### src/hdl/harness_pkg.sv
`default_nettype none

package harness_pkg;

  // --------------------------------------------------
  // Bus widths
  // --------------------------------------------------
  localparam int unsigned ADDR_W   = 32;
  localparam int unsigned DATA_W   = 64;
  localparam int unsigned BE_W     = DATA_W / 8;
  localparam int unsigned OFFSET_W = $clog2(BE_W);

  // --------------------------------------------------
  // Memory map
  // --------------------------------------------------
  localparam int unsigned REGION_W    = 4;
  localparam logic [3:0]  REGION_ROM  = 4'h0;
  localparam logic [3:0]  REGION_DRAM = 4'h8;

  localparam int unsigned ROM_WORDS  = 256;
  localparam int unsigned SRAM_WORDS = 1024;
  localparam int unsigned ROM_AW     = $clog2(ROM_WORDS);
  localparam int unsigned SRAM_AW    = $clog2(SRAM_WORDS);

  // Upper half of every boot ROM word
  localparam logic [31:0] ROM_TAG = 32'hB007_C0DE;

  // Halt request held off this long after reset
  localparam int unsigned DBG_DELAY_CYCLES = 50;

  // Address word, either raw or split into its decode fields
  typedef union packed {
    logic [ADDR_W-1:0] raw;
    struct packed {
      logic [REGION_W-1:0]                           region;
      logic [ADDR_W-REGION_W-SRAM_AW-OFFSET_W-1:0]   unused;
      logic [SRAM_AW-1:0]                            word;
      logic [OFFSET_W-1:0]                           offset;
    } fields;
  } bus_addr_u;

endpackage

`default_nettype wire

### src/hdl/debug_req_gate.sv
`timescale 1ns/1ps
`default_nettype none

module debug_req_gate (
  input  wire logic clk_i,
  input  wire logic rst_ni,
  input  wire logic debug_req_i,
  input  wire logic debug_enable_i,
  output logic      debug_req_o
);

  import harness_pkg::*;

  logic [$clog2(DBG_DELAY_CYCLES+1)-1:0] cnt_q;

  // Countdown from reset, stops at zero
  always_ff @(posedge clk_i or negedge rst_ni) begin
    if (!rst_ni) begin
      cnt_q <= DBG_DELAY_CYCLES[$bits(cnt_q)-1:0];
    end else if (cnt_q != '0) begin
      cnt_q <= cnt_q - 1'b1;
    end
  end

  // Gives the boot code a head start before any halt
  assign debug_req_o = (cnt_q == '0) & debug_enable_i & debug_req_i;

endmodule

`default_nettype wire

### config.mk
export PLATFORM = sky130hd
export DESIGN_NAME = debug_req_gate
export DESIGN_NICKNAME = d
export VERILOG_FILES = /design/src/hdl/harness_pkg.sv /design/src/hdl/debug_req_gate.sv
export SDC_FILE = /design/constraint.sdc
export NUM_CORES = 1
export LEC_CHECK = 0
export BUFFER_PORTS_ARGS = -buffer_cell sky130_fd_sc_hd__buf_2
export CORE_AREA = 8 8 45 47
export DETAILED_ROUTE_END_ITERATION = 6
export DIE_AREA = 0 0 53 55
export SETUP_SLACK_MARGIN = 0.5
export SLEW_MARGIN = 30
export SYNTH_ARGS = -nofsm -noshare
export SYNTH_HDL_FRONTEND = slang
export SYNTH_SLANG_ARGS = --single-unit
### constraint.sdc
create_clock -name clk_i -period 1.75 [get_ports clk_i]
set_clock_uncertainty 0.2 [all_clocks]
set_input_delay 0.35 -clock clk_i [delete_from_list [all_inputs] [get_ports clk_i]]
set_output_delay 0.35 -clock clk_i [all_outputs]
set_load 0.1 [all_outputs]
After elaboration in Yosys (flattened, before gate mapping)
Cells that the tools add are included. W data, S select, Z words.

Register bits: 6. Input port bits: 4. Output and inout port bits: 1. Logic and storage cells: 6.

Add/subtract/negate cells: 1. Bitwise gates (word level): 2. Reductions and logical operators: 2.

Operator list (count): $logic_not A6 Y1 (1); $reduce_bool A6 Y1 (1); $sub A6 B1 Y6 const B (1); $and A1 B1 Y1 (2).

Longest topological paths before layout
Depth after elaboration: 3. Depth in mapped cells: 5. Depth with buffers taken out: 5.

Worst setup path before layout
Ideal clock, no wire load.

Path kind: flip-flop to output port. Start: register cnt_q[0]. End: output debug_req_o. Arrival time: 1685 ps. Required time: 1200 ps. Slack: -485 ps. Stages on the path, launching flop included: 6. Buffers on the path: 1. Path through: dfrtp_1 -> inv_1 -> ha_1 -> and3b_1 -> buf_6 -> and3_1.

Word-level cells in the longest chain between the ends: 3.

RTL lines: from (decl) (RTL line debug_req_gate.sv:14) `logic [$clog2(DBG_DELAY_CYCLES+1)-1:0] cnt_q;`; from (signal assigned) (RTL line debug_req_gate.sv:19) `cnt_q <= DBG_DELAY_CYCLES[$bits(cnt_q)-1:0];`; from (signal assigned) (RTL line debug_req_gate.sv:21) `cnt_q <= cnt_q - 1'b1;`; $logic_not A6 Y1 (RTL line debug_req_gate.sv:26) `assign debug_req_o = (cnt_q == '0) & debug_enable_i & debug_req_i;`; $and A1 B1 Y1 (2 in series) (RTL line debug_req_gate.sv:26); to (decl) (RTL line debug_req_gate.sv:9) `output logic debug_req_o`.

No other way between the ends.

Final worst setup path
Start: register cnt_q[1]. End: output debug_req_o.

Same word-level chain as after synthesis.

==> flow_summary.ini <==
[finish]
drive_gt1_share_pct = 65.9
mostFrequentLayoutCell = buf_4
syn2layout_area_growth_pct = 69.1
largest_reg_flops = 6
top_regs = cnt_q: 6 flops
antenna_cells = 0
stdcell_count = 60
final_nets = 51
final_design_area_no_fill_sq_um = 527
layout_common_cells = buf_4 (6), nor2_1 (4)
regMostFlops = cnt_q

[timing]
finalHoldViolations = 0
max_freq_mhz = 500
worst_pin_slew_ns = 0.209
drv_slew = 0
holdWs_ns = 0.258
period_needed_ns = 2.00
fin_ws_ns = -0.249
maxSlewHeadroom_pct = 86.0
period_share_pct = 114
setup_viol = 1
tns_ns = -0.249
rsz0062_at_grt = true

[clocking]
cts_tree = built
cts_made_buffers = 3
clock_latency_ns = 0.24
cts.path.max_buffers = 2
clk_pin_slew_ns = 0.05
htreeDepth = 1
clockRootBuffer = clkbuf_4
cts_sinks = 6

[run_status]
violations = negative setup slack
status = finished with violations

[job]
drv_cap = 0

[global_routing]
grt_pass1_vias = 260
grt_pass1_wl_um = 1150
antenna_found_initial = 0
grtUsageTotal_pct = 5.81
grt-ovfl-total = 0
grt_start_max_net_pins = 7

[power_and_ir_drop]
power.density_mw_per_mm2 = 574
intPower_w = 0.000236
p_clk_share_pct = 46.0
p_sw_share_pct = 22.0
ir_drop_mv = 0.331
p_switching_w = 0.0000664
power_leakage_nw = 0.247
p_seq_share_pct = 46.1
pwr-share-comb_pct = 7.9

[setup_path]
cp_max_fo = 2
required_ns = 1.20
critPathCaptureType = output port
critPathKind = flip-flop to output port
ff2ff_setup_slack_ns = 0.07
regToRegStartpoint = cnt_q[1]$_DFFE_PN1P_
crit_path_start_kind = flip-flop
rr_endpoint = cnt_q[4]$_DFFE_PN1P_
r2r_cells = 8
arrival_ns = 1.45
startpoint = cnt_q[1]$_DFFE_PN1P_

[synthesis]
syn-instance-count = 27
yosysTopAreaCellShare_pct = 25.3
synth_seq_cells = 6
synth.area.top_cells = dfstp_2 (25%), dfrtp_1 (24%), xnor2_1 (11%)
syn-cell-area_sq_um = 312
ys_warn_count = 0
syn_nets = 33
synth_largest_area_cell = dfstp_2
synth.yosys.seq_area_share_pct = 49.4
syn_avg_cell_area_sq_um = 11.5
synth_cell_types = 15

[placed_design]
gp_routability_congestion = 0.683
port_buffers = 4
dpl.hpwl_um = 438
placed_cell_area_sq_um = 410
dp.cells = 51

[die]
core_sq_mm = 0.00138
pin_count = 5
rows = 14
die_w_um = 53
dieArea_sq_mm = 0.00292
start_util_pct = 22.5
die_h_um = 55

[routing]
drt-wirelength-per-cell_um = 12.1
drcViolationCount = 0
routed_via_density = 3.97
drt_iter0_markers = 0
wl_um = 726
ant_nets = 0
vias = 238
firstDrtPassIters = 1

[min_path]
hold_path_class = input pin to asynchronous set/reset pin
[per-stage QoR]
step | total power, W | setup WS [ns] | util [%]
6_report | 0.000302 | -0.249 | 38.1
4_1_cts | 0.000310 | -0.253 | 36.2
3_5_place_dp | 0.000164 | 0.0118 | 29.7
2_1_floorplan | 0.000152 | -0.0372 | -
5_1_grt | 0.000323 | -0.298 | 38.1
3_3_place_gp | 0.000164 | 0.0167 | 29.7
[timing repair]
item                       in CTS  in global routing
buffers inserted                2                  2
setup endpoints to repair       7                  7
pin swaps                       4                  3
hold endpoints to repair        6                  0
resized for setup               7                  3
hold buffers                    1                  0
[logic make-up after synthesis]
group	after synthesis	synth area share, %
DFF	6	49.4
muxes	2	6.83
adders and majority gates	2	8.03
xor gates and xnor gates	4	11.2
and+or+nand+nor	10	18.5
buffers and inverters	3	6.02
[worst max path at each step]
stage             endpoint  slack [ns]  depth (start not counted)
4_1_cts        debug_req_o       -0.25                          5
3_5_place_dp   debug_req_o        0.01                          5
6_report       debug_req_o       -0.25                          5
2_1_floorplan  debug_req_o       -0.04                          5
5_1_grt        debug_req_o       -0.30                          5
3_3_place_gp   debug_req_o        0.02                          5
[Yosys cell counts, drive strengths merged]
library cell  count
nand3             1
and3b             1
and3              1
nor3              2
nor3b             1
mux2i             1
ha                2
xnor2             4
nor2              4
dfstp             3
dfrtp             3
mux2              1
buf               1
inv               2
[power by group through the flow]
stage / Combinational [W] / Clock [W] / Sequential, W
2_1_floorplan: 0.0000110 / 0 / 0.000141
3_3_place_gp: 0.0000225 / 0 / 0.000141
3_5_place_dp: 0.0000223 / 0 / 0.000141
4_1_cts: 0.0000241 / 0.000147 / 0.000139
5_1_grt: 0.0000252 / 0.000159 / 0.000139
6_report: 0.0000239 / 0.000139 / 0.000139
[critical path: stages, from the launching register on]
cell	delay, ns
dfstp_2	0.53
inv_2	0.05
ha_4	0.15
and3b_1	0.16
and3_4	0.15
buf_12	0.16
[layer usage]
| metal | GRT usage (%) | up-vias | part of all wire (%) |
|---|---|---|---|
| met1 | 6.29 | 109 | 45 |
| met5 | 0 | - | 0 |
| met4 | 5.17 | 0 | 2.1 |
| met2 | 8.40 | 6 | 46 |
| met3 | 2.67 | 2 | 6.3 |
| li1 | - | 121 | - |
[final cells by class]
| type | count | area, sq um |
|---|---|---|
| Inverter | 2 | 7.51 |
| Clock buffer | 4 | 26.3 |
| Fill cell | 148 | 857 |
| Sequential cell | 6 | 154 |
| Tap cell | 16 | 20.0 |
| Multi-Input combinational cell | 18 | 195 |
| Timing Repair Buffer | 14 | 124 |
(Power assumes the default switching activity.)
