$ cat src/hdl/harness_pkg.sv
`default_nettype none

package harness_pkg;

  // --------------------------------------------------
  // Bus widths
  // --------------------------------------------------
  localparam int unsigned ADDR_W   = 32;
  localparam int unsigned DATA_W   = 64;
  localparam int unsigned BE_W     = DATA_W / 8;
  localparam int unsigned OFFSET_W = $clog2(BE_W);

  // --------------------------------------------------
  // Memory map
  // --------------------------------------------------
  localparam int unsigned REGION_W    = 4;
  localparam logic [3:0]  REGION_ROM  = 4'h0;
  localparam logic [3:0]  REGION_DRAM = 4'h8;

  localparam int unsigned ROM_WORDS  = 256;
  localparam int unsigned SRAM_WORDS = 1024;
  localparam int unsigned ROM_AW     = $clog2(ROM_WORDS);
  localparam int unsigned SRAM_AW    = $clog2(SRAM_WORDS);

  // Upper half of every boot ROM word
  localparam logic [31:0] ROM_TAG = 32'hB007_C0DE;

  // Halt request held off this long after reset
  localparam int unsigned DBG_DELAY_CYCLES = 50;

  // Address word, either raw or split into its decode fields
  typedef union packed {
    logic [ADDR_W-1:0] raw;
    struct packed {
      logic [REGION_W-1:0]                           region;
      logic [ADDR_W-REGION_W-SRAM_AW-OFFSET_W-1:0]   unused;
      logic [SRAM_AW-1:0]                            word;
      logic [OFFSET_W-1:0]                           offset;
    } fields;
  } bus_addr_u;

endpackage

`default_nettype wire

$ cat src/hdl/bus_arbiter.sv
`timescale 1ns/1ps
`default_nettype none

module bus_arbiter (
  input  wire logic                         clk_i,
  input  wire logic                         rst_ni,
  // Core master
  input  wire logic                         core_req_i,
  input  wire logic                         core_we_i,
  input  wire harness_pkg::bus_addr_u       core_addr_i,
  input  wire logic [harness_pkg::BE_W-1:0]   core_be_i,
  input  wire logic [harness_pkg::DATA_W-1:0] core_wdata_i,
  output logic                              core_gnt_o,
  output logic                              core_rvalid_o,
  output logic [harness_pkg::DATA_W-1:0]    core_rdata_o,
  output logic                              core_err_o,
  // Debug master
  input  wire logic                         dbg_req_i,
  input  wire logic                         dbg_we_i,
  input  wire harness_pkg::bus_addr_u       dbg_addr_i,
  input  wire logic [harness_pkg::BE_W-1:0]   dbg_be_i,
  input  wire logic [harness_pkg::DATA_W-1:0] dbg_wdata_i,
  output logic                              dbg_gnt_o,
  output logic                              dbg_rvalid_o,
  output logic [harness_pkg::DATA_W-1:0]    dbg_rdata_o,
  output logic                              dbg_err_o,
  // Shared bus
  output logic                              bus_req_o,
  output logic                              bus_we_o,
  output harness_pkg::bus_addr_u            bus_addr_o,
  output logic [harness_pkg::BE_W-1:0]      bus_be_o,
  output logic [harness_pkg::DATA_W-1:0]    bus_wdata_o,
  input  wire logic                         bus_rvalid_i,
  input  wire logic [harness_pkg::DATA_W-1:0] bus_rdata_i,
  input  wire logic                         bus_err_i
);

  logic core_win;
  logic dbg_win;
  logic last_core_q;
  logic owner_dbg_q;

  // --------------------------------------------------
  // Round-robin pick
  // --------------------------------------------------
  // On a tie the core wins unless it had the last grant
  assign core_win = core_req_i & (~dbg_req_i | ~last_core_q);
  assign dbg_win  = dbg_req_i & ~core_win;

  assign core_gnt_o = core_win;
  assign dbg_gnt_o  = dbg_win;

  always_ff @(posedge clk_i or negedge rst_ni) begin
    if (!rst_ni) begin
      last_core_q <= 1'b0;
      owner_dbg_q <= 1'b0;
    end else begin
      if (core_win || dbg_win) begin
        last_core_q <= core_win;
      end
      // Owner of the response due next cycle
      owner_dbg_q <= dbg_win;
    end
  end

  // Winner onto the shared bus
  assign bus_req_o      = core_win | dbg_win;
  assign bus_we_o       = dbg_win ? dbg_we_i : core_we_i;
  assign bus_addr_o.raw = dbg_win ? dbg_addr_i.raw : core_addr_i.raw;
  assign bus_be_o       = dbg_win ? dbg_be_i : core_be_i;
  assign bus_wdata_o    = dbg_win ? dbg_wdata_i : core_wdata_i;

  // --------------------------------------------------
  // Response steering
  // --------------------------------------------------
  assign core_rvalid_o = bus_rvalid_i & ~owner_dbg_q;
  assign core_rdata_o  = owner_dbg_q ? '0 : bus_rdata_i;
  assign core_err_o    = bus_err_i & ~owner_dbg_q;

  assign dbg_rvalid_o = bus_rvalid_i & owner_dbg_q;
  assign dbg_rdata_o  = owner_dbg_q ? bus_rdata_i : '0;
  assign dbg_err_o    = bus_err_i & owner_dbg_q;

  a_one_grant : assert property (
    @(posedge clk_i) disable iff (!rst_ni) !(core_gnt_o && dbg_gnt_o)
  );

endmodule

`default_nettype wire

$ cat config.mk
export PLATFORM = sky130hd
export DESIGN_NAME = bus_arbiter
export DESIGN_NICKNAME = d
export VERILOG_FILES = /design/src/hdl/harness_pkg.sv /design/src/hdl/bus_arbiter.sv
export SDC_FILE = /design/constraint.sdc
export NUM_CORES = 1
export LEC_CHECK = 0
export CORE_AREA = 2 2 203 205
export CTS_CLUSTER_DIAMETER = 50
export DETAILED_ROUTE_END_ITERATION = 12
export DIE_AREA = 0 0 205 207
export DONT_BUFFER_PORTS = 1
export PLACE_DENSITY = 0.3
export SETUP_SLACK_MARGIN = 0.2
export SLEW_MARGIN = 20
export SYNTH_ARGS = -nofsm -noshare
export SYNTH_HDL_FRONTEND = slang
export SYNTH_SLANG_ARGS = --single-unit
$ cat constraint.sdc
create_clock -name clk_i -period 2.89 [get_ports clk_i]
set_clock_uncertainty 0.1 [all_clocks]
set_input_delay 0.867 -clock clk_i [delete_from_list [all_inputs] [get_ports clk_i]]
set_output_delay 0.867 -clock clk_i [all_outputs]
set_load 0.05 [all_outputs]
# After elaboration in Yosys (flattened, before gate mapping)

Index checks and enable logic that the tools add are counted.

Multiplexer cells: 6
Bitwise operators: 12
Reduce and logical (&&, ||, !) cells: 1

Operators with widths:

| cell               | number |
|---|---|
| 64-bit two-way mux | 3 |
| 32-bit two-way mux | 1 |
| 8-bit two-way mux  | 1 |
| 1-bit bitwise AND  | 6 |
| 1-bit NOT          | 4 |
| 1-bit bitwise OR   | 2 |
| 1-bit logical OR   | 1 |
| 1-bit two-way mux  | 1 |

Flip-flop bits (word level): 2
Input bits: 280
Output and inout bits: 240
Logic and storage cells: 21

# Longest topological paths before layout

Depth after elaboration: 6
Depth in mapped cells: 5
Mapped depth without buffers: 3

# Worst setup path after synthesis

No wires, ideal clock.

Path type: input to output
Start: input core_req_i
End: output core_gnt_o
Arrival time: 2.006 ns
Data required time: 1.923 ns
Setup slack: -0.083 ns
Stages on the path: 1
Path buffers: 0
Cell sequence: a21boi_0

Word-level cells in the longest chain between the ends: 1

Ends and longest elaborated chain:

| element            | line              | source |
|---|---|---|
| start: declaration | bus_arbiter.sv:8  | `input wire logic core_req_i,` |
| 1-bit bitwise AND  | bus_arbiter.sv:47 | `assign core_win = core_req_i & (~dbg_req_i \| ~last_core_q);` |
| end: declaration   | bus_arbiter.sv:13 | `output logic core_gnt_o,` |

Every way passes these cells.

# Worst setup path in the final report

Start: input core_req_i
End: output bus_wdata_o[37] (netlist bit)

Word-level cells in the longest chain between the ends: 4

Ends and longest elaborated chain:

| element            | line              | source |
|---|---|---|
| 1-bit bitwise AND  | bus_arbiter.sv:47 |  |
| 1-bit NOT          | bus_arbiter.sv:48 | `assign dbg_win = dbg_req_i & ~core_win;` |
| 1-bit bitwise AND  | bus_arbiter.sv:48 |  |
| 64-bit two-way mux | bus_arbiter.sv:71 | `assign bus_wdata_o = dbg_win ? dbg_wdata_i : core_wdata_i;` |
| end: declaration   | bus_arbiter.sv:32 | `output logic [harness_pkg::DATA_W-1:0] bus_wdata_o,` |

Every way passes these cells.

==> flow_summary.json <==
{
  "grt_pass1_vias": 2246,
  "routabilityCongestion": 0.917,
  "yosys.area_share.xor_xnor": 0,
  "post_dp_cell_area_sq_mm": 0.00363,
  "grt.total_usage": 0.0651,
  "grt_most_used_layer": "met2",
  "finalCriticalPeriod_ns": 2.75,
  "drc": 0,
  "p_leak_nw": 1.90,
  "timing.setup.tns_ns": 0,
  "syn_to_final_growth_pct": 76.3,
  "cts_buffers": 3,
  "arrival_ns": 1.78,
  "fp.coreArea_sq_mm": 0.0404,
  "portBuffers": 0,
  "synth.area.mux_share": 0.557,
  "grt_pass1_wl_microns": 18900,
  "max_clock_freq_mhz": 364,
  "utilization": 0.104,
  "rows": 74,
  "grt_overflow": 0,
  "cp.required_ns": 1.92,
  "dp_hpwl_microns": 14000,
  "cts-hold-fix-buffers": 0,
  "synth_area_per_cell_sq_um": 8.80,
  "synth-simple-area-share": 0.354,
  "synth_compound_area_frac": 0.00525,
  "rsz0062_at_grt": "true",
  "cp-end-kind": "output port",
  "dieArea_sq_mm": 0.0424,
  "ys.warnings.count": 0,
  "ys_top_cells_by_area": "mux2_2 31%, mux2_4 25%, and2_1 17%, nor2b_1 17%, buf_6 2.4%",
  "synth_seq_area_share": 0.0210,
  "placedCellCount": 863,
  "post_synth_num_cell_types": 14,
  "hold_viol": 0,
  "dieHeight_microns": 207,
  "synth_seq_cells": 2,
  "status": "complete, no violations",
  "io_pins": 520,
  "yosys.area.top_type_share": 0.312,
  "synth_top_family_by_area": "multiplexers",
  "wl_microns": 16100,
  "htree_levels": 1,
  "synthAdderAreaFrac": 0,
  "met1_usage": 0.0757,
  "critical_path_class": "in -> out",
  "wire_per_inst_microns": 18.3,
  "maxCapViolations": 0,
  "antenna_left": 0,
  "use_met3": 0.0203,
  "met2_usage": 0.115,
  "nets": 624,
  "synth_largest_area_cell": "mux2_2",
  "drt-pass1-iter-count": 4,
  "syn-num-nets": 551,
  "synth_area_sq_mm": 0.00238,
  "drive_above_1_share": 0.601,
  "setup_violations": 0,
  "final_area_sq_mm": 0.00420,
  "clockBufferDepth": 2,
  "cts_tree": "done",
  "startpoint_type": "primary input",
  "clk_pin_slew_ns": 0.03,
  "total_power_w": 0.00200,
  "vias_per_cell": 2.81,
  "irDropWorstVdd_v": 0.000232,
  "min_period_over_period": 0.951,
  "clk_latency_ns": 0.22,
  "cts_sinks": 2,
  "initial_core_util": 0.0590,
  "hold_path_class": "in -> async",
  "grt_max_degree": 54,
  "antenna_found_initial": 6,
  "relSlewSlack": 0.656,
  "instances_no_fill": 881,
  "cts_root_buf": "clkbuf_16",
  "num_vias": 2476,
  "drv_slew": 0,
  "drt-initial-drc-count": 76,
  "die-width_microns": 205,
  "cp_max_fo": 8,
  "ff2ff_path_depth": 6,
  "tightest_slew_ns": 0.519,
  "p_per_area_mw_per_mm2": 477,
  "syn_inst": 271
}
-- power breakdown --
group | switching (W) | total, W | internal [W]
clock network | 0.0000309 | 0.000212 | 0.000181
registers | 0.0000118 | 0.0000441 | 0.0000323
logic | 0.00125 | 0.00175 | 0.000497
-- worst paths after layout --
kind	startpoint	end	slack, ns
max	core_req_i	bus_wdata_o[37]	0.14
max reg2reg	last_core_q	owner_dbg_q	1.52
max in group asynchronous	rst_ni	owner_dbg_q	2.36
min in group clk_i	last_core_q	last_core_q	0.48
min	rst_ni	owner_dbg_q	0.25
min reg2reg	last_core_q	last_core_q	0.48
-- worst max-delay path, stage by stage --
cell,delay [ns]
nand2b_4,0.06
nand2_8,0.11
buf_16,0.17
clkbuf_16,0.17
mux2_4,0.38
-- synthesized netlist by cell type --
cell and count:
mux2_4 39, nor2b_1 66, buf_2 7, and2_1 66, nand2b_1 1, o21ai_0 1, buf_6 5, clkbuf_1 13
dfrtp_1 2, a21boi_0 1, nand2_2 1, inv_1 2, mux2_2 66, or2_2 1
-- placed cells by master (no fill, tap or decap), drive strengths merged --
master  netlist  routed
buf          12      90
bufbuf        0       2
inv           2       2
nand2b        1       1
a21boi        1       1
dfrtp         2       2
nand2         1       1
and2         66      66
mux2        105     105
diode         0       6
clkbuf       13       5
or2           1       1
nor2b        66      66
o21ai         1       1
-- what timing repair did --
action	CTS	global route
gates resized for setup	47	29
gates cloned	5	1
setup endpoints to repair	70	85
buffers inserted	0	2
-- registers in the layout, indices dropped and copies added (netlist names) --
signal and count:
owner_dbg_q 1, last_core_q 1
-- metal layers --
metal | wire length [microns] | share of wire
met2 | 7840 | 0.49
met1 | 6070 | 0.38
met3 | 1880 | 0.12
met5 | 7 | 0.00043
met4 | 299 | 0.019
-- stage by stage --
stage | hold slack [ns] | setup WS (ns)
2_1_floorplan | 0.425 | 0.207
3_3_place_gp | 0.473 | 0.00857
3_5_place_dp | 0.473 | -0.0104
4_1_cts | 0.242 | 0.118
5_1_grt | 0.239 | 0.112
6_report | 0.246 | 0.142
-- logic make-up (layout without fill, tap and decap cells) --
family / after synthesis / in the layout
buffers and inverters: 27 / 99
AOI/OAI and AO/OA: 2 / 2
muxes: 105 / 105
DFF: 2 / 2
and+or+nand+nor: 135 / 135
other: 0 / 6
-- final cells by class --
cell class / instances / area, sq um
diodes: 6 / 15.0
clock buffers: 4 / 78.8
fillers: 4642 / 36200
inverters: 2 / 7.51
multi-input cells: 242 / 2450
flip-flops and latches: 2 / 53.8
well taps: 532 / 666
repair buffers: 93 / 931
No activity file was read; power rests on OpenSTA's default activity.
