**config.mk**
```make
export PLATFORM = sky130hd
export DESIGN_NAME = bus_decoder
export DESIGN_NICKNAME = d
export VERILOG_FILES = /design/src/hdl/harness_pkg.sv /design/src/hdl/bus_decoder.sv
export SDC_FILE = /design/constraint.sdc
export NUM_CORES = 1
export LEC_CHECK = 0
export BUFFER_PORTS_ARGS = -buffer_cell sky130_fd_sc_hd__clkbuf_2
export CAP_MARGIN = 10
export CORE_AREA = 4 4 151 153
export CTS_CLUSTER_DIAMETER = 100
export DETAILED_ROUTE_END_ITERATION = 7
export DIE_AREA = 0 0 155 157
export PLACE_DENSITY = 0.44
export SKIP_LAST_GASP = 1
export SLEW_MARGIN = 20
export SYNTH_ARGS = -nofsm -noshare
export SYNTH_HDL_FRONTEND = slang
export SYNTH_SLANG_ARGS = --single-unit
```
**constraint.sdc**
```tcl
create_clock -name clk_i -period 3.6 [get_ports clk_i]
set_input_delay 0.72 -clock clk_i [delete_from_list [all_inputs] [get_ports clk_i]]
set_output_delay 0.72 -clock clk_i [all_outputs]
set_load 0.02 [all_outputs]
```
**src/hdl/harness_pkg.sv**
```systemverilog
`default_nettype none

package harness_pkg;

  // --------------------------------------------------
  // Bus widths
  // --------------------------------------------------
  localparam int unsigned ADDR_W   = 32;
  localparam int unsigned DATA_W   = 64;
  localparam int unsigned BE_W     = DATA_W / 8;
  localparam int unsigned OFFSET_W = $clog2(BE_W);

  // --------------------------------------------------
  // Memory map
  // --------------------------------------------------
  localparam int unsigned REGION_W    = 4;
  localparam logic [3:0]  REGION_ROM  = 4'h0;
  localparam logic [3:0]  REGION_DRAM = 4'h8;

  localparam int unsigned ROM_WORDS  = 256;
  localparam int unsigned SRAM_WORDS = 1024;
  localparam int unsigned ROM_AW     = $clog2(ROM_WORDS);
  localparam int unsigned SRAM_AW    = $clog2(SRAM_WORDS);

  // Upper half of every boot ROM word
  localparam logic [31:0] ROM_TAG = 32'hB007_C0DE;

  // Halt request held off this long after reset
  localparam int unsigned DBG_DELAY_CYCLES = 50;

  // Address word, either raw or split into its decode fields
  typedef union packed {
    logic [ADDR_W-1:0] raw;
    struct packed {
      logic [REGION_W-1:0]                           region;
      logic [ADDR_W-REGION_W-SRAM_AW-OFFSET_W-1:0]   unused;
      logic [SRAM_AW-1:0]                            word;
      logic [OFFSET_W-1:0]                           offset;
    } fields;
  } bus_addr_u;

endpackage

`default_nettype wire

```
**src/hdl/bus_decoder.sv**
```systemverilog
`timescale 1ns/1ps
`default_nettype none

module bus_decoder (
  input  wire logic                            clk_i,
  input  wire logic                            rst_ni,
  input  wire logic                            bus_req_i,
  input  wire logic                            bus_we_i,
  input  wire harness_pkg::bus_addr_u          bus_addr_i,
  input  wire logic [harness_pkg::BE_W-1:0]    bus_be_i,
  input  wire logic [harness_pkg::DATA_W-1:0]  bus_wdata_i,
  input  wire logic [harness_pkg::DATA_W-1:0]  rom_rdata_i,
  input  wire logic [harness_pkg::DATA_W-1:0]  sram_rdata_i,
  output logic                                 rom_req_o,
  output logic [harness_pkg::ROM_AW-1:0]       rom_word_o,
  output logic                                 sram_req_o,
  output logic                                 sram_we_o,
  output logic [harness_pkg::SRAM_AW-1:0]      sram_word_o,
  output logic [harness_pkg::BE_W-1:0]         sram_be_o,
  output logic [harness_pkg::DATA_W-1:0]       sram_wdata_o,
  output logic                                 bus_rvalid_o,
  output logic [harness_pkg::DATA_W-1:0]       bus_rdata_o,
  output logic                                 bus_err_o
);

  import harness_pkg::*;

  logic is_rom;
  logic is_dram;
  logic rom_bad;
  logic dec_err;
  logic valid_q;
  logic err_q;
  logic rd_rom_q;
  logic rd_sram_q;

  // --------------------------------------------------
  // Region decode
  // --------------------------------------------------
  assign is_rom  = (bus_addr_i.fields.region == REGION_ROM);
  assign is_dram = (bus_addr_i.fields.region == REGION_DRAM);

  // ROM is read only and smaller than the index field
  assign rom_bad = is_rom & ((bus_addr_i.fields.word >= ROM_WORDS) | bus_we_i);
  assign dec_err = ~(is_rom | is_dram) | rom_bad;

  assign rom_req_o  = bus_req_i & is_rom & ~rom_bad;
  assign rom_word_o = bus_addr_i.fields.word[ROM_AW-1:0];

  assign sram_req_o   = bus_req_i & is_dram;
  assign sram_we_o    = bus_we_i;
  assign sram_word_o  = bus_addr_i.fields.word;
  assign sram_be_o    = bus_be_i;
  assign sram_wdata_o = bus_wdata_i;

  always_ff @(posedge clk_i or negedge rst_ni) begin
    if (!rst_ni) begin
      valid_q   <= 1'b0;
      err_q     <= 1'b0;
      rd_rom_q  <= 1'b0;
      rd_sram_q <= 1'b0;
    end else begin
      valid_q   <= bus_req_i;
      err_q     <= bus_req_i & dec_err;
      rd_rom_q  <= rom_req_o;
      rd_sram_q <= sram_req_o & ~bus_we_i;
    end
  end

  // Writes and errors answer with zero data
  assign bus_rvalid_o = valid_q;
  assign bus_err_o    = err_q;
  assign bus_rdata_o  = rd_rom_q  ? rom_rdata_i :
                        rd_sram_q ? sram_rdata_i : '0;

  a_rvalid_follows_req : assert property (
    @(posedge clk_i) disable iff (!rst_ni) bus_rvalid_o == $past(bus_req_i)
  );

endmodule

`default_nettype wire

```
Yosys cells after proc, flatten, opt, wreduce, memory -nomap -nowiden
Cells that the tools add are included.
- order comparisons: 1
- equal/unequal tests: 1
- mux-type cells: 2
- bitwise gates (word level): 12
- reduce and logical (&&, ||, !) cells: 1
- operators with widths (operator ; number):
    2-to-1 mux 64 bit ; 2
    >= comparator 10 x 9 -> 1 bit (second input constant) ; 1
    bitwise AND 1 bit ; 6
    equality test 4 bit (second input constant) ; 1
    zero test 4 bit ; 1
    NOT 1 bit ; 3
    bitwise OR 1 bit ; 3
- flip-flop bits (word level): 4
- input port bits: 236
- output and inout bits: 159
- logic and storage cells: 21

Depth between registers and ports, before layout
Gate-level depths: netlist (run 1).
- word-level depth: 5
- mapped depth: 4
- depth with buffers taken out: 2

Worst setup path before layout (run 1)
No wires, ideal clock.
- path kind: input -> output
- start point: input port bus_addr_i[29] in the netlist's numbering
- end point: output port rom_req_o
- arrival: 1.618 ns
- data required time: 2.880 ns
- setup slack: 1.262 ns
- cell stages on the path: 2
- buffers on the path: 0
- cells stage by stage: or4b_4 -> nor3_2
- longest elaborated chain between the ends: 4
- elaborated cells between the ends (all ways): 5
- classes of those cells: 4 x bitwise; 1 x reduce/logical
- ends and longest elaborated chain (element ; line ; text):
    from (decl) ; bus_decoder.sv:9 ; input wire harness_pkg::bus_addr_u bus_addr_i,
    zero test 4 bit (*) ; bus_decoder.sv:40 ; assign is_rom = (bus_addr_i.fields.region == REGION_ROM);
    bitwise AND 1 bit ; bus_decoder.sv:44 ; assign rom_bad = is_rom & ((bus_addr_i.fields.word >= ROM_WORDS) | bus_we_i);
    NOT 1 bit ; bus_decoder.sv:47 ; assign rom_req_o = bus_req_i & is_rom & ~rom_bad;
    bitwise AND 1 bit (*) ; bus_decoder.sv:47 ;
    to (decl) ; bus_decoder.sv:14 ; output logic rom_req_o,
Every way passes the cells marked *; elsewhere a longest branch is shown, timed or not.

Worst setup path after layout (run 1)
- start point: register rd_rom_q
- end point: output port bus_rdata_o[14] in the netlist's numbering
- longest elaborated chain between the ends: 1
- ends and longest elaborated chain (element ; line ; text):
    from (decl) ; bus_decoder.sv:34 ; logic rd_rom_q;
    from (signal assigned) ; bus_decoder.sv:65 ; rd_rom_q <= rom_req_o;
    2-to-1 mux 64 bit ; bus_decoder.sv:73 ; assign bus_rdata_o = rd_rom_q ? rom_rdata_i :
    to (decl) ; bus_decoder.sv:22 ; output logic [harness_pkg::DATA_W-1:0] bus_rdata_o,
Every way passes these cells.

==> impl_metrics.py, run 1 <==
metrics = {
    "status": {
        "status": "complete, no violations",
    },
    "die": {
        "die-width_um": 155,
        "coreArea_mm2": 0.02155,
        "num_rows": 54,
        "design.portCount": 395,
        "die_area_mm2": 0.02434,
        "chipHeight_um": 157,
        "initial_core_util_pct": 6.937,
    },
    "route": {
        "drt_pass1_iterations": 4,
        "drt-initial-drc-count": 73,
        "ant_nets": 0,
        "vias": 1731,
        "wirelength_um": 6712,
        "wire_per_inst_um": 11.69,
        "via_per_inst": 3.016,
        "drc": 0,
    },
    "clocking": {
        "cts_hold_buf": 0,
        "cts.reportedPaths.clkPinSlew_ps": 30,
        "h-tree-depth": 1,
        "cts_tree": "built",
        "postCtsSetupBuffers": 0,
        "ctsResizeCount": 0,
        "cts-root-buf": "clkbuf_16",
        "cts_sinks": 4,
        "cts_buffer_depth": 2,
        "cts_buffers": 3,
    },
    "global_routing": {
        "grt-ovfl-total": 0,
        "grtUsageTotal_pct": 4.590,
        "grt_pass1_vias": 1679,
        "antenna_found_initial": 0,
        "grt_start_max_net_pins": 66,
        "grt_pass1_wl_um": 9004,
    },
    "worst_setup_path": {
        "worstSetupPathType": "flip-flop to primary output",
        "worst_ep_required_time_ps": 2880,
        "cp-start-kind": "flip-flop",
        "path_cells": "nor2b_4, buf_12, a22o_1, clkbuf_2",
        "worstPathArrival_ps": 1840,
        "cp_max_fo": 43,
        "crit_path_max_incr_delay_ps": 460,
        "slowest_stage": "nor2b_4",
        "cp-end-kind": "primary output",
    },
    "logic_synthesis": {
        "synth.net_count": 421,
        "yosysWarnings": 0,
        "synth_area_leaders": "buf_4 46%, a22o_1 37%, dfrtp_1 6.7%, buf_2 4.4%, or4b_4 0.92%",
        "syn_area_mm2": 0.001495,
        "ys_seq_area_share_pct": 6.695,
        "synth_cells": 185,
        "async_flop_share_pct": 100.0,
        "synth_flop_cell": "dfrtp_1",
        "ys_types": 16,
        "synth_edf_count": 0,
        "syn_avg_cell_area_um2": 8.082,
        "synth_commonest_cells": "91 x buf_4, 63 x a22o_1, 13 x buf_2",
        "synth_seq_cells": 4,
        "synth_largest_area_cell": "buf_4",
        "synth.most_common_cell": "buf_4",
        "synth.top_cell.area_share_pct": 45.69,
    },
    "placement": {
        "placed_area_mm2": 0.002171,
        "place_congestion": 0.6978,
        "placed_cells": 570,
        "place_hpwl_um": 5797,
        "portBuffers": 208,
    },
    "layout": {
        "stdcell_count": 574,
        "drive_gt1_share_pct": 74.15,
        "nFillCells": 2514,
        "antenna_cells": 0,
        "nets": 531,
        "multi_input_area_um2": 646.9,
        "register_area_um2": 101.3,
        "synthToLayoutAreaGrowth_pct": 50.46,
        "final_area_mm2": 0.002250,
    },
    "timing": {
        "max_freq_mhz": 391.4,
        "hold_violations": 0,
        "post-route-min-period_ps": 2555,
        "grt_setup_unrepaired": "false",
        "relSlewSlack_pct": 53.56,
        "setup_viol": 0,
        "finalCritPeriodShare_pct": 70.98,
        "final-max-slew-violation-count": 0,
        "setup_tns_ps": 0,
        "hold_ws_ps": 295.9,
        "tightest_slew_ps": 696.5,
    },
    "pwr": {
        "powerDensity_mw_per_mm2": 150.9,
        "leakage_nw": 1.233,
        "vdd_drop_max_mv": 0.2463,
    },
    "min_path": {
        "hp-class": "input port to asynchronous set/reset pin",
    },
    "job": {
        "maxCapViolations": 0,
    },
}
-- worst max-delay path: cells and delay by family, from the launching register on --
family                 cells  cell delay, ps
AOI/OAI and AO/OA          1             220
buffers and inverters      2             460
DFF                        1             410
and+or+nand+nor            1             460
-- flip-flops by register name, indices dropped and copies added (netlist names) --
register / count
bus_err_o: 1
bus_rvalid_o: 1
rd_rom_q: 1
rd_sram_q: 1
-- cell usage in the layout (no fill, tap or decap), drive strengths merged --
master | netlist | final
inv | 1 | 1
nor2b | 2 | 2
buf | 104 | 2
and3 | 1 | 1
or3 | 1 | 1
clkbuf | 1 | 212
nand2 | 2 | 2
nor3 | 2 | 2
a22o | 63 | 63
nor3b | 1 | 1
dfrtp | 4 | 4
or4b | 1 | 1
o21ai | 1 | 1
o2bb2ai | 1 | 1
-- path summary, 6_finish.rpt --
kind / start / to / slack (ps) / cells after the start
worst min-delay path: rst_ni / rd_sram_q$_DFF_PN0_ / 300 / 1
worst max-delay path: rd_rom_q$_DFF_PN0_ / bus_rdata_o[14] / 1040 / 4
min in group clk_i: bus_req_i / bus_rvalid_o$_DFF_PN0_ / 670 / 1
max in group asynchronous: rst_ni / rd_rom_q$_DFF_PN0_ / 3160 / 1
-- metrics by stage --
step                worst slack (ps)  utilization (%)  total power, W
finish                          1045            10.44       0.0003394
CTS                            986.8            10.44       0.0003441
detailed placement              1083            10.07       0.0001583
global route                   919.3            10.44       0.0003567
global placement                1074            10.07       0.0001577
floorplan                       1262                -       0.0002157
-- power breakdown --
part	internal, W	switching [W]
clock	0.000147	0.0000355
sequential	0.0000469	0.000000471
combinational	0.0000637	0.0000462
total	0.000257	0.0000822
-- final cells by class --
class	instances	share of cell area (%)
Timing Repair Buffer	210	47.50
Multi-Input combinational cell	75	28.75
Tap cell	280	15.57
Sequential cell	4	4.505
Clock buffer	4	3.504
Inverter	1	0.1669
-- kinds of logic (layout without fill, tap and decap cells) --
logic type	count (synthesis)	in the layout	synth area share, %
AO/OA/AOI/OAI	65	65	37.82
buffers and inverters	106	215	50.54
flip-flops	4	4	6.695
AND/OR/NAND/NOR	10	10	4.937
-- layer usage --
metal | up-vias | GRT usage (%) | routed length (um)
li1 | 805 | - | -
met1 | 754 | 5.379 | 2463
met2 | 150 | 7.745 | 3286
met3 | 22 | 1.732 | 829
met4 | 0 | 1.514 | 133
met5 | - | 0 | 0
(Power assumes the default switching activity.)
==> inputs of run 2 (changes only) <==
- ABC_AREA: unset -> 1
- CORE_AREA: 4 4 151 153 -> 4 4 153 155
- DIE_AREA: 0 0 155 157 -> 0 0 157 159
- PLACE_DENSITY: 0.44 -> 0.45
- clock period: 3.6 -> 2.37 ns (I/O delays scaled with it)
==> run 2 against run 1 <==
Worst setup slack worse by 590 ps. Largest cell class unchanged. Global-route usage grew 1.8 points. Worst hold slack got worse by 240 ps. Final cell count is 24% higher. Flip-flop and latch count unchanged. Routed wire length up 32%. Clock-buffer cell count down 1. Critical path depth is the same. Final area is 12% higher. Via count increased by 32%. Clock power increased by 42%.
==> impl_metrics.py, run 2 <==
metrics = {
    "status": {
        "status": "complete, no violations",
    },
    "placement": {
        "portBuffers": 208,
        "place_hpwl_um": 7511,
        "place_congestion": 0.7306,
        "place_ws_ps": 648.1,
    },
    "die": {
        "die_area_mm2": 0.02496,
        "coreArea_mm2": 0.02182,
        "initial_core_util_pct": 8.577,
        "chipHeight_um": 159,
        "die-width_um": 157,
        "design.portCount": 395,
        "num_rows": 54,
    },
    "clocking": {
        "h-tree-depth": 1,
        "cts_hold_buf": 0,
        "cts_buffers": 3,
        "postCtsSetupBuffers": 0,
        "cts_tree": "built",
        "cts_buffer_depth": 2,
        "cts_sinks": 4,
        "ctsResizeCount": 0,
        "cts-root-buf": "clkbuf_16",
        "cts.reportedPaths.clkPinSlew_ps": 30,
    },
    "worst_setup_path": {
        "worstPathArrival_ps": 1440,
        "worstSetupPathType": "flip-flop to primary output",
        "cp_max_fo": 45,
        "cp-endpoint": "bus_rdata_o[23]",
        "crit_path_max_incr_delay_ps": 400,
        "cp-start-kind": "flip-flop",
        "path_cells": "buf_4, nand3_1, nand2_1, clkbuf_2",
        "worst_ep_required_time_ps": 1900,
        "cp-end-kind": "primary output",
        "slowest_stage": "buf_4",
        "crit_start": "rd_sram_q$_DFF_PN0_",
    },
    "route": {
        "drt-initial-drc-count": 89,
        "ant_nets": 0,
        "vias": 2291,
        "drt_pass1_iterations": 4,
        "drc": 0,
        "wire_per_inst_um": 12.51,
        "wirelength_um": 8867,
        "via_per_inst": 3.231,
    },
    "pwr": {
        "powerDensity_mw_per_mm2": 196.5,
        "leakage_nw": 1.585,
        "vdd_drop_max_mv": 0.3534,
        "finalPower_w": 0.0004939,
    },
    "logic_synthesis": {
        "synth_largest_area_cell": "buf_4",
        "synth_area_leaders": "buf_4 39%, nand2_1 25%, nand3_1 17%, buf_6 6.0%, dfrtp_1 5.3%",
        "synth_flop_cell": "dfrtp_1",
        "synth_cells": 324,
        "ys_seq_area_share_pct": 5.348,
        "synth.net_count": 560,
        "syn_avg_cell_area_um2": 5.777,
        "yosysWarnings": 0,
        "synth_seq_cells": 4,
        "synth.top_cell.area_share_pct": 39.30,
        "synth_commonest_cells": "126 x nand2_1, 98 x buf_4, 64 x nand3_1",
        "ys_types": 11,
        "async_flop_share_pct": 100.0,
        "synth.most_common_cell": "nand2_1",
        "syn_area_mm2": 0.001872,
        "synth_edf_count": 0,
    },
    "timing": {
        "grt_setup_unrepaired": "false",
        "final-max-slew-violation-count": 0,
        "relSlewSlack_pct": 65.64,
        "setup_viol": 0,
        "post-route-min-period_ps": 1919,
        "max_freq_mhz": 521.1,
        "setup_tns_ps": 0,
        "hold_violations": 0,
        "finalCritPeriodShare_pct": 80.97,
        "tightest_slew_ps": 515.3,
        "setup_ws_ps": 451.1,
    },
    "global_routing": {
        "grt_pass1_vias": 2130,
        "antenna_found_initial": 0,
        "grtUsageTotal_pct": 6.343,
        "grt_start_max_net_pins": 65,
        "grt-ovfl-total": 0,
        "grt_pass1_wl_um": 12190,
    },
    "layout": {
        "final_common_cell": "clkbuf_2",
        "antenna_cells": 0,
        "final_cell_mix": "208 x clkbuf_2, 126 x nand2_1, 64 x nand3_1, 7 x nor2_1, 6 x nand2_2",
        "drive_gt1_share_pct": 52.45,
        "synthToLayoutAreaGrowth_pct": 34.29,
        "nets": 667,
    },
    "job": {
        "maxCapViolations": 0,
    },
    "min_path": {
        "hp-class": "input port to asynchronous set/reset pin",
    },
}
[run 2: changes by cell type after synthesis, sizes merged, moves of 2 or more]
cell    previous run  this run
nor2               0         7
inv                1         4
nor2b              2         0
buf              104       108
nand3              0        64
clkbuf             1         3
nand2              2       132
a22o              63         0
[run 2: how the worst min path moves through the flow]
stage                      start                      to  slack [ps]  depth (start not counted)
final                     rst_ni  bus_rvalid_o$_DFF_PN0_          60                          1
after global routing      rst_ni  bus_rvalid_o$_DFF_PN0_          60                          1
after CTS                 rst_ni     bus_err_o$_DFF_PN0_          60                          1
after detailed placement  rst_ni     bus_err_o$_DFF_PN0_         290                          1
after global placement    rst_ni     bus_err_o$_DFF_PN0_         290                          1
after floorplan           rst_ni     bus_err_o$_DFF_PN0_         180                          0
[run 2: power breakdown]
part | internal [W] | switching, W
clock | 0.000215 | 0.0000430
combinational | 0.0000934 | 0.0000704
sequential | 0.0000710 | 0.000000938
total | 0.000380 | 0.000114
[run 2: kinds of logic (layout without fill, tap and decap cells)]
| group | after synthesis | count (layout) | share of synthesized area [%] |
|---|---|---|---|
| buffers and inverters | 115 | 220 | 48.33 |
| AND/OR/NAND/NOR | 205 | 205 | 46.32 |
| flip-flops | 4 | 4 | 5.348 |
[run 2: final cells by class]
class | instances | area (um2)
fillers | 2577 | 19310
repair buffers | 213 | 1104
multi-input cells | 205 | 867.1
well taps | 280 | 350.3
flip-flops and latches | 4 | 102.6
clock buffers | 3 | 75.07
inverters | 4 | 15.01
[run 2: metal layers]
layer  wire [um]  vias up  GRT usage [%]
met5           0        -              0
met4         557        0          4.576
met3        1515       63          2.990
met2        4213      179          11.14
met1        2581      916          5.591
li1            -     1133              -
[run 2: critical path: cells and delay by family, from the launching register on]
kind          cells  cell delay [ps]
buf+inv           2              580
flops             1              340
simple gates      2              250
[run 2: through the flow]
step           util [%]  hold slack (ps)  area, um2  instances
5_1_grt           11.52            57.65       2514        709
2_1_floorplan         -            178.4       1872        324
3_3_place_gp      11.17            285.7       2439        706
3_5_place_dp      11.17            288.7       2439        706
4_1_cts           11.52            55.25       2514        709
6_report          11.52            56.22       2514        709
==> inputs of run 3 (changes only) <==
- clock period: 2.37 -> 1.89 ns (I/O delays scaled with it)
==> run 3 against run 2 <==
Highest routed layer unchanged. Global-route usage decreased by 0.30 points. Sequential share of layout area barely moved. Critical path type unchanged. Clock-buffer cell count unchanged. Via count up 1.9%. Critical endpoint unchanged. Worst setup slack lost 320 ps. Largest cell class unchanged. First-iteration DRC count rose by 76%. Total power is 27% higher. Critical path depth increased by 1. Final area increased by 1.2%. Die area unchanged. Sequential power up 26%.
==> impl_metrics.py, run 3 (same netlist as run 2, synthesis figures left out) <==
metrics = {
    "status": {
        "status": "complete, no violations",
    },
    "worst_setup_path": {
        "worst_ep_required_time_ps": 1510,
        "cpLargestDelayFamily": "buffers and inverters",
        "worstPathArrival_ps": 1380,
        "slowest_stage": "dfrtp_2",
        "crit_path_max_incr_delay_ps": 430,
        "cp-end-kind": "primary output",
        "path_buf_inv": 3,
        "cp_max_fo": 45,
        "worstSetupPathType": "flip-flop to primary output",
        "path_depth": 5,
        "cp-start-kind": "flip-flop",
        "path_cells": "inv_2, buf_12, nand3_1, nand2_1, clkbuf_2",
    },
    "timing": {
        "setup_tns_ps": 0,
        "setup_ws_ps": 135.4,
        "setup_viol": 0,
        "max_freq_mhz": 569.9,
        "hold_violations": 0,
        "final-max-slew-violation-count": 0,
        "tightest_slew_ps": 268.8,
        "finalCritPeriodShare_pct": 92.84,
        "relSlewSlack_pct": 81.94,
        "post-route-min-period_ps": 1755,
        "hold_ws_ps": 295.8,
        "grt_setup_unrepaired": "false",
    },
    "die": {
        "num_rows": 54,
        "coreArea_mm2": 0.02182,
        "chipHeight_um": 159,
        "design.portCount": 395,
        "die_area_mm2": 0.02496,
        "initial_core_util_pct": 8.577,
        "die-width_um": 157,
    },
    "layout": {
        "final_cell_mix": "208 x clkbuf_2, 126 x nand2_1, 64 x nand3_1, 7 x nor2_1, 6 x nand2_2",
        "drive_gt1_share_pct": 52.44,
        "synthToLayoutAreaGrowth_pct": 35.90,
        "nets": 669,
        "final_common_cell": "clkbuf_2",
        "fin_util_pct": 11.66,
        "antenna_cells": 0,
    },
    "clocking": {
        "cts_buffer_depth": 2,
        "h-tree-depth": 1,
        "cts_buffers": 3,
        "ctsResizeCount": 0,
        "cts_tree": "built",
        "cts-root-buf": "clkbuf_16",
        "cts_sinks": 4,
        "cts.reportedPaths.clkPinSlew_ps": 30,
    },
    "route": {
        "drt_pass1_iterations": 4,
        "drc": 0,
        "vias": 2335,
        "via_per_inst": 3.284,
        "ant_nets": 0,
        "drt-initial-drc-count": 157,
        "wirelength_um": 8854,
        "wire_per_inst_um": 12.45,
    },
    "min_path": {
        "min_from": "bus_req_i",
        "hold_path_end": "bus_rvalid_o$_DFF_PN0_",
        "whs_path_depth": 1,
        "hp-class": "input port to flip-flop",
    },
    "global_routing": {
        "grt_most_used_layer": "met2",
        "grt_pass1_vias": 2075,
        "antenna_found_initial": 0,
        "grt_start_max_net_pins": 46,
        "grt_use_met3_pct": 2.881,
        "grtUsageTotal_pct": 6.042,
        "grt_pass1_wl_um": 11620,
        "gr-usage-met1_pct": 4.902,
        "grt-ovfl-total": 0,
        "use_met2_pct": 11.05,
    },
    "placement": {
        "place_hpwl_um": 7595,
        "place_ws_ps": 328.8,
        "place_congestion": 0.7249,
        "portBuffers": 208,
    },
    "job": {
        "maxCapViolations": 0,
    },
    "pwr": {
        "powerDensity_mw_per_mm2": 246.2,
        "vdd_drop_max_mv": 0.3868,
        "leakage_nw": 1.598,
    },
}
## run 3: cell type report
| class | count | area [um2] |
|---|---|---|
| flip-flops and latches | 4 | 102.6 |
| fillers | 2571 | 19280 |
| multi-input cells | 205 | 867.1 |
| repair buffers | 215 | 1134 |
| clock buffers | 3 | 75.07 |
| well taps | 280 | 350.3 |
| inverters | 4 | 15.01 |
## run 3: report_power, final
group	leakage, nW	internal (W)	switching [W]
Sequential	0.0480	0.0000890	0.00000129
Clock	0.0370	0.000270	0.0000572
Combinational	1.51	0.000119	0.0000894
## run 3: metal layers
metal	vias up	wire length [um]	share of wire, %
met1	951	2594	29
met2	185	4242	48
met3	61	1480	17
met5	-	0	0
met4	0	536	6.1
li1	1138	-	-
## run 3: metrics by stage
stage | area, um2 | power, W | instances
floorplan | 1872 | 0.0004131 | 324
global placement | 2459 | 0.0002999 | 707
detailed placement | 2459 | 0.0003006 | 707
CTS | 2544 | 0.0006364 | 711
global route | 2544 | 0.0006614 | 711
finish | 2544 | 0.0006262 | 711
## run 3: how the worst max path moves through the flow
stage | startpoint | endpoint | slack [ps]
detailed placement | rd_rom_q$_DFF_PN0_ | bus_rdata_o[54] | 330
global placement | rd_rom_q$_DFF_PN0_ | bus_rdata_o[54] | 340
finish | rd_rom_q$_DFF_PN0_ | bus_rdata_o[23] | 140
floorplan | bus_addr_i[29] | rom_req_o | 450
global route | rd_rom_q$_DFF_PN0_ | bus_rdata_o[54] | 30
CTS | rd_rom_q$_DFF_PN0_ | bus_rdata_o[54] | 90
## run 3: timing repair
| action | 4_1_cts | 5_1_grt |
|---|---|---|
| hold buffers | 1 | 0 |
| buffers inserted | 0 | 0 |
| endpoints found under the hold margin | 4 | 0 |
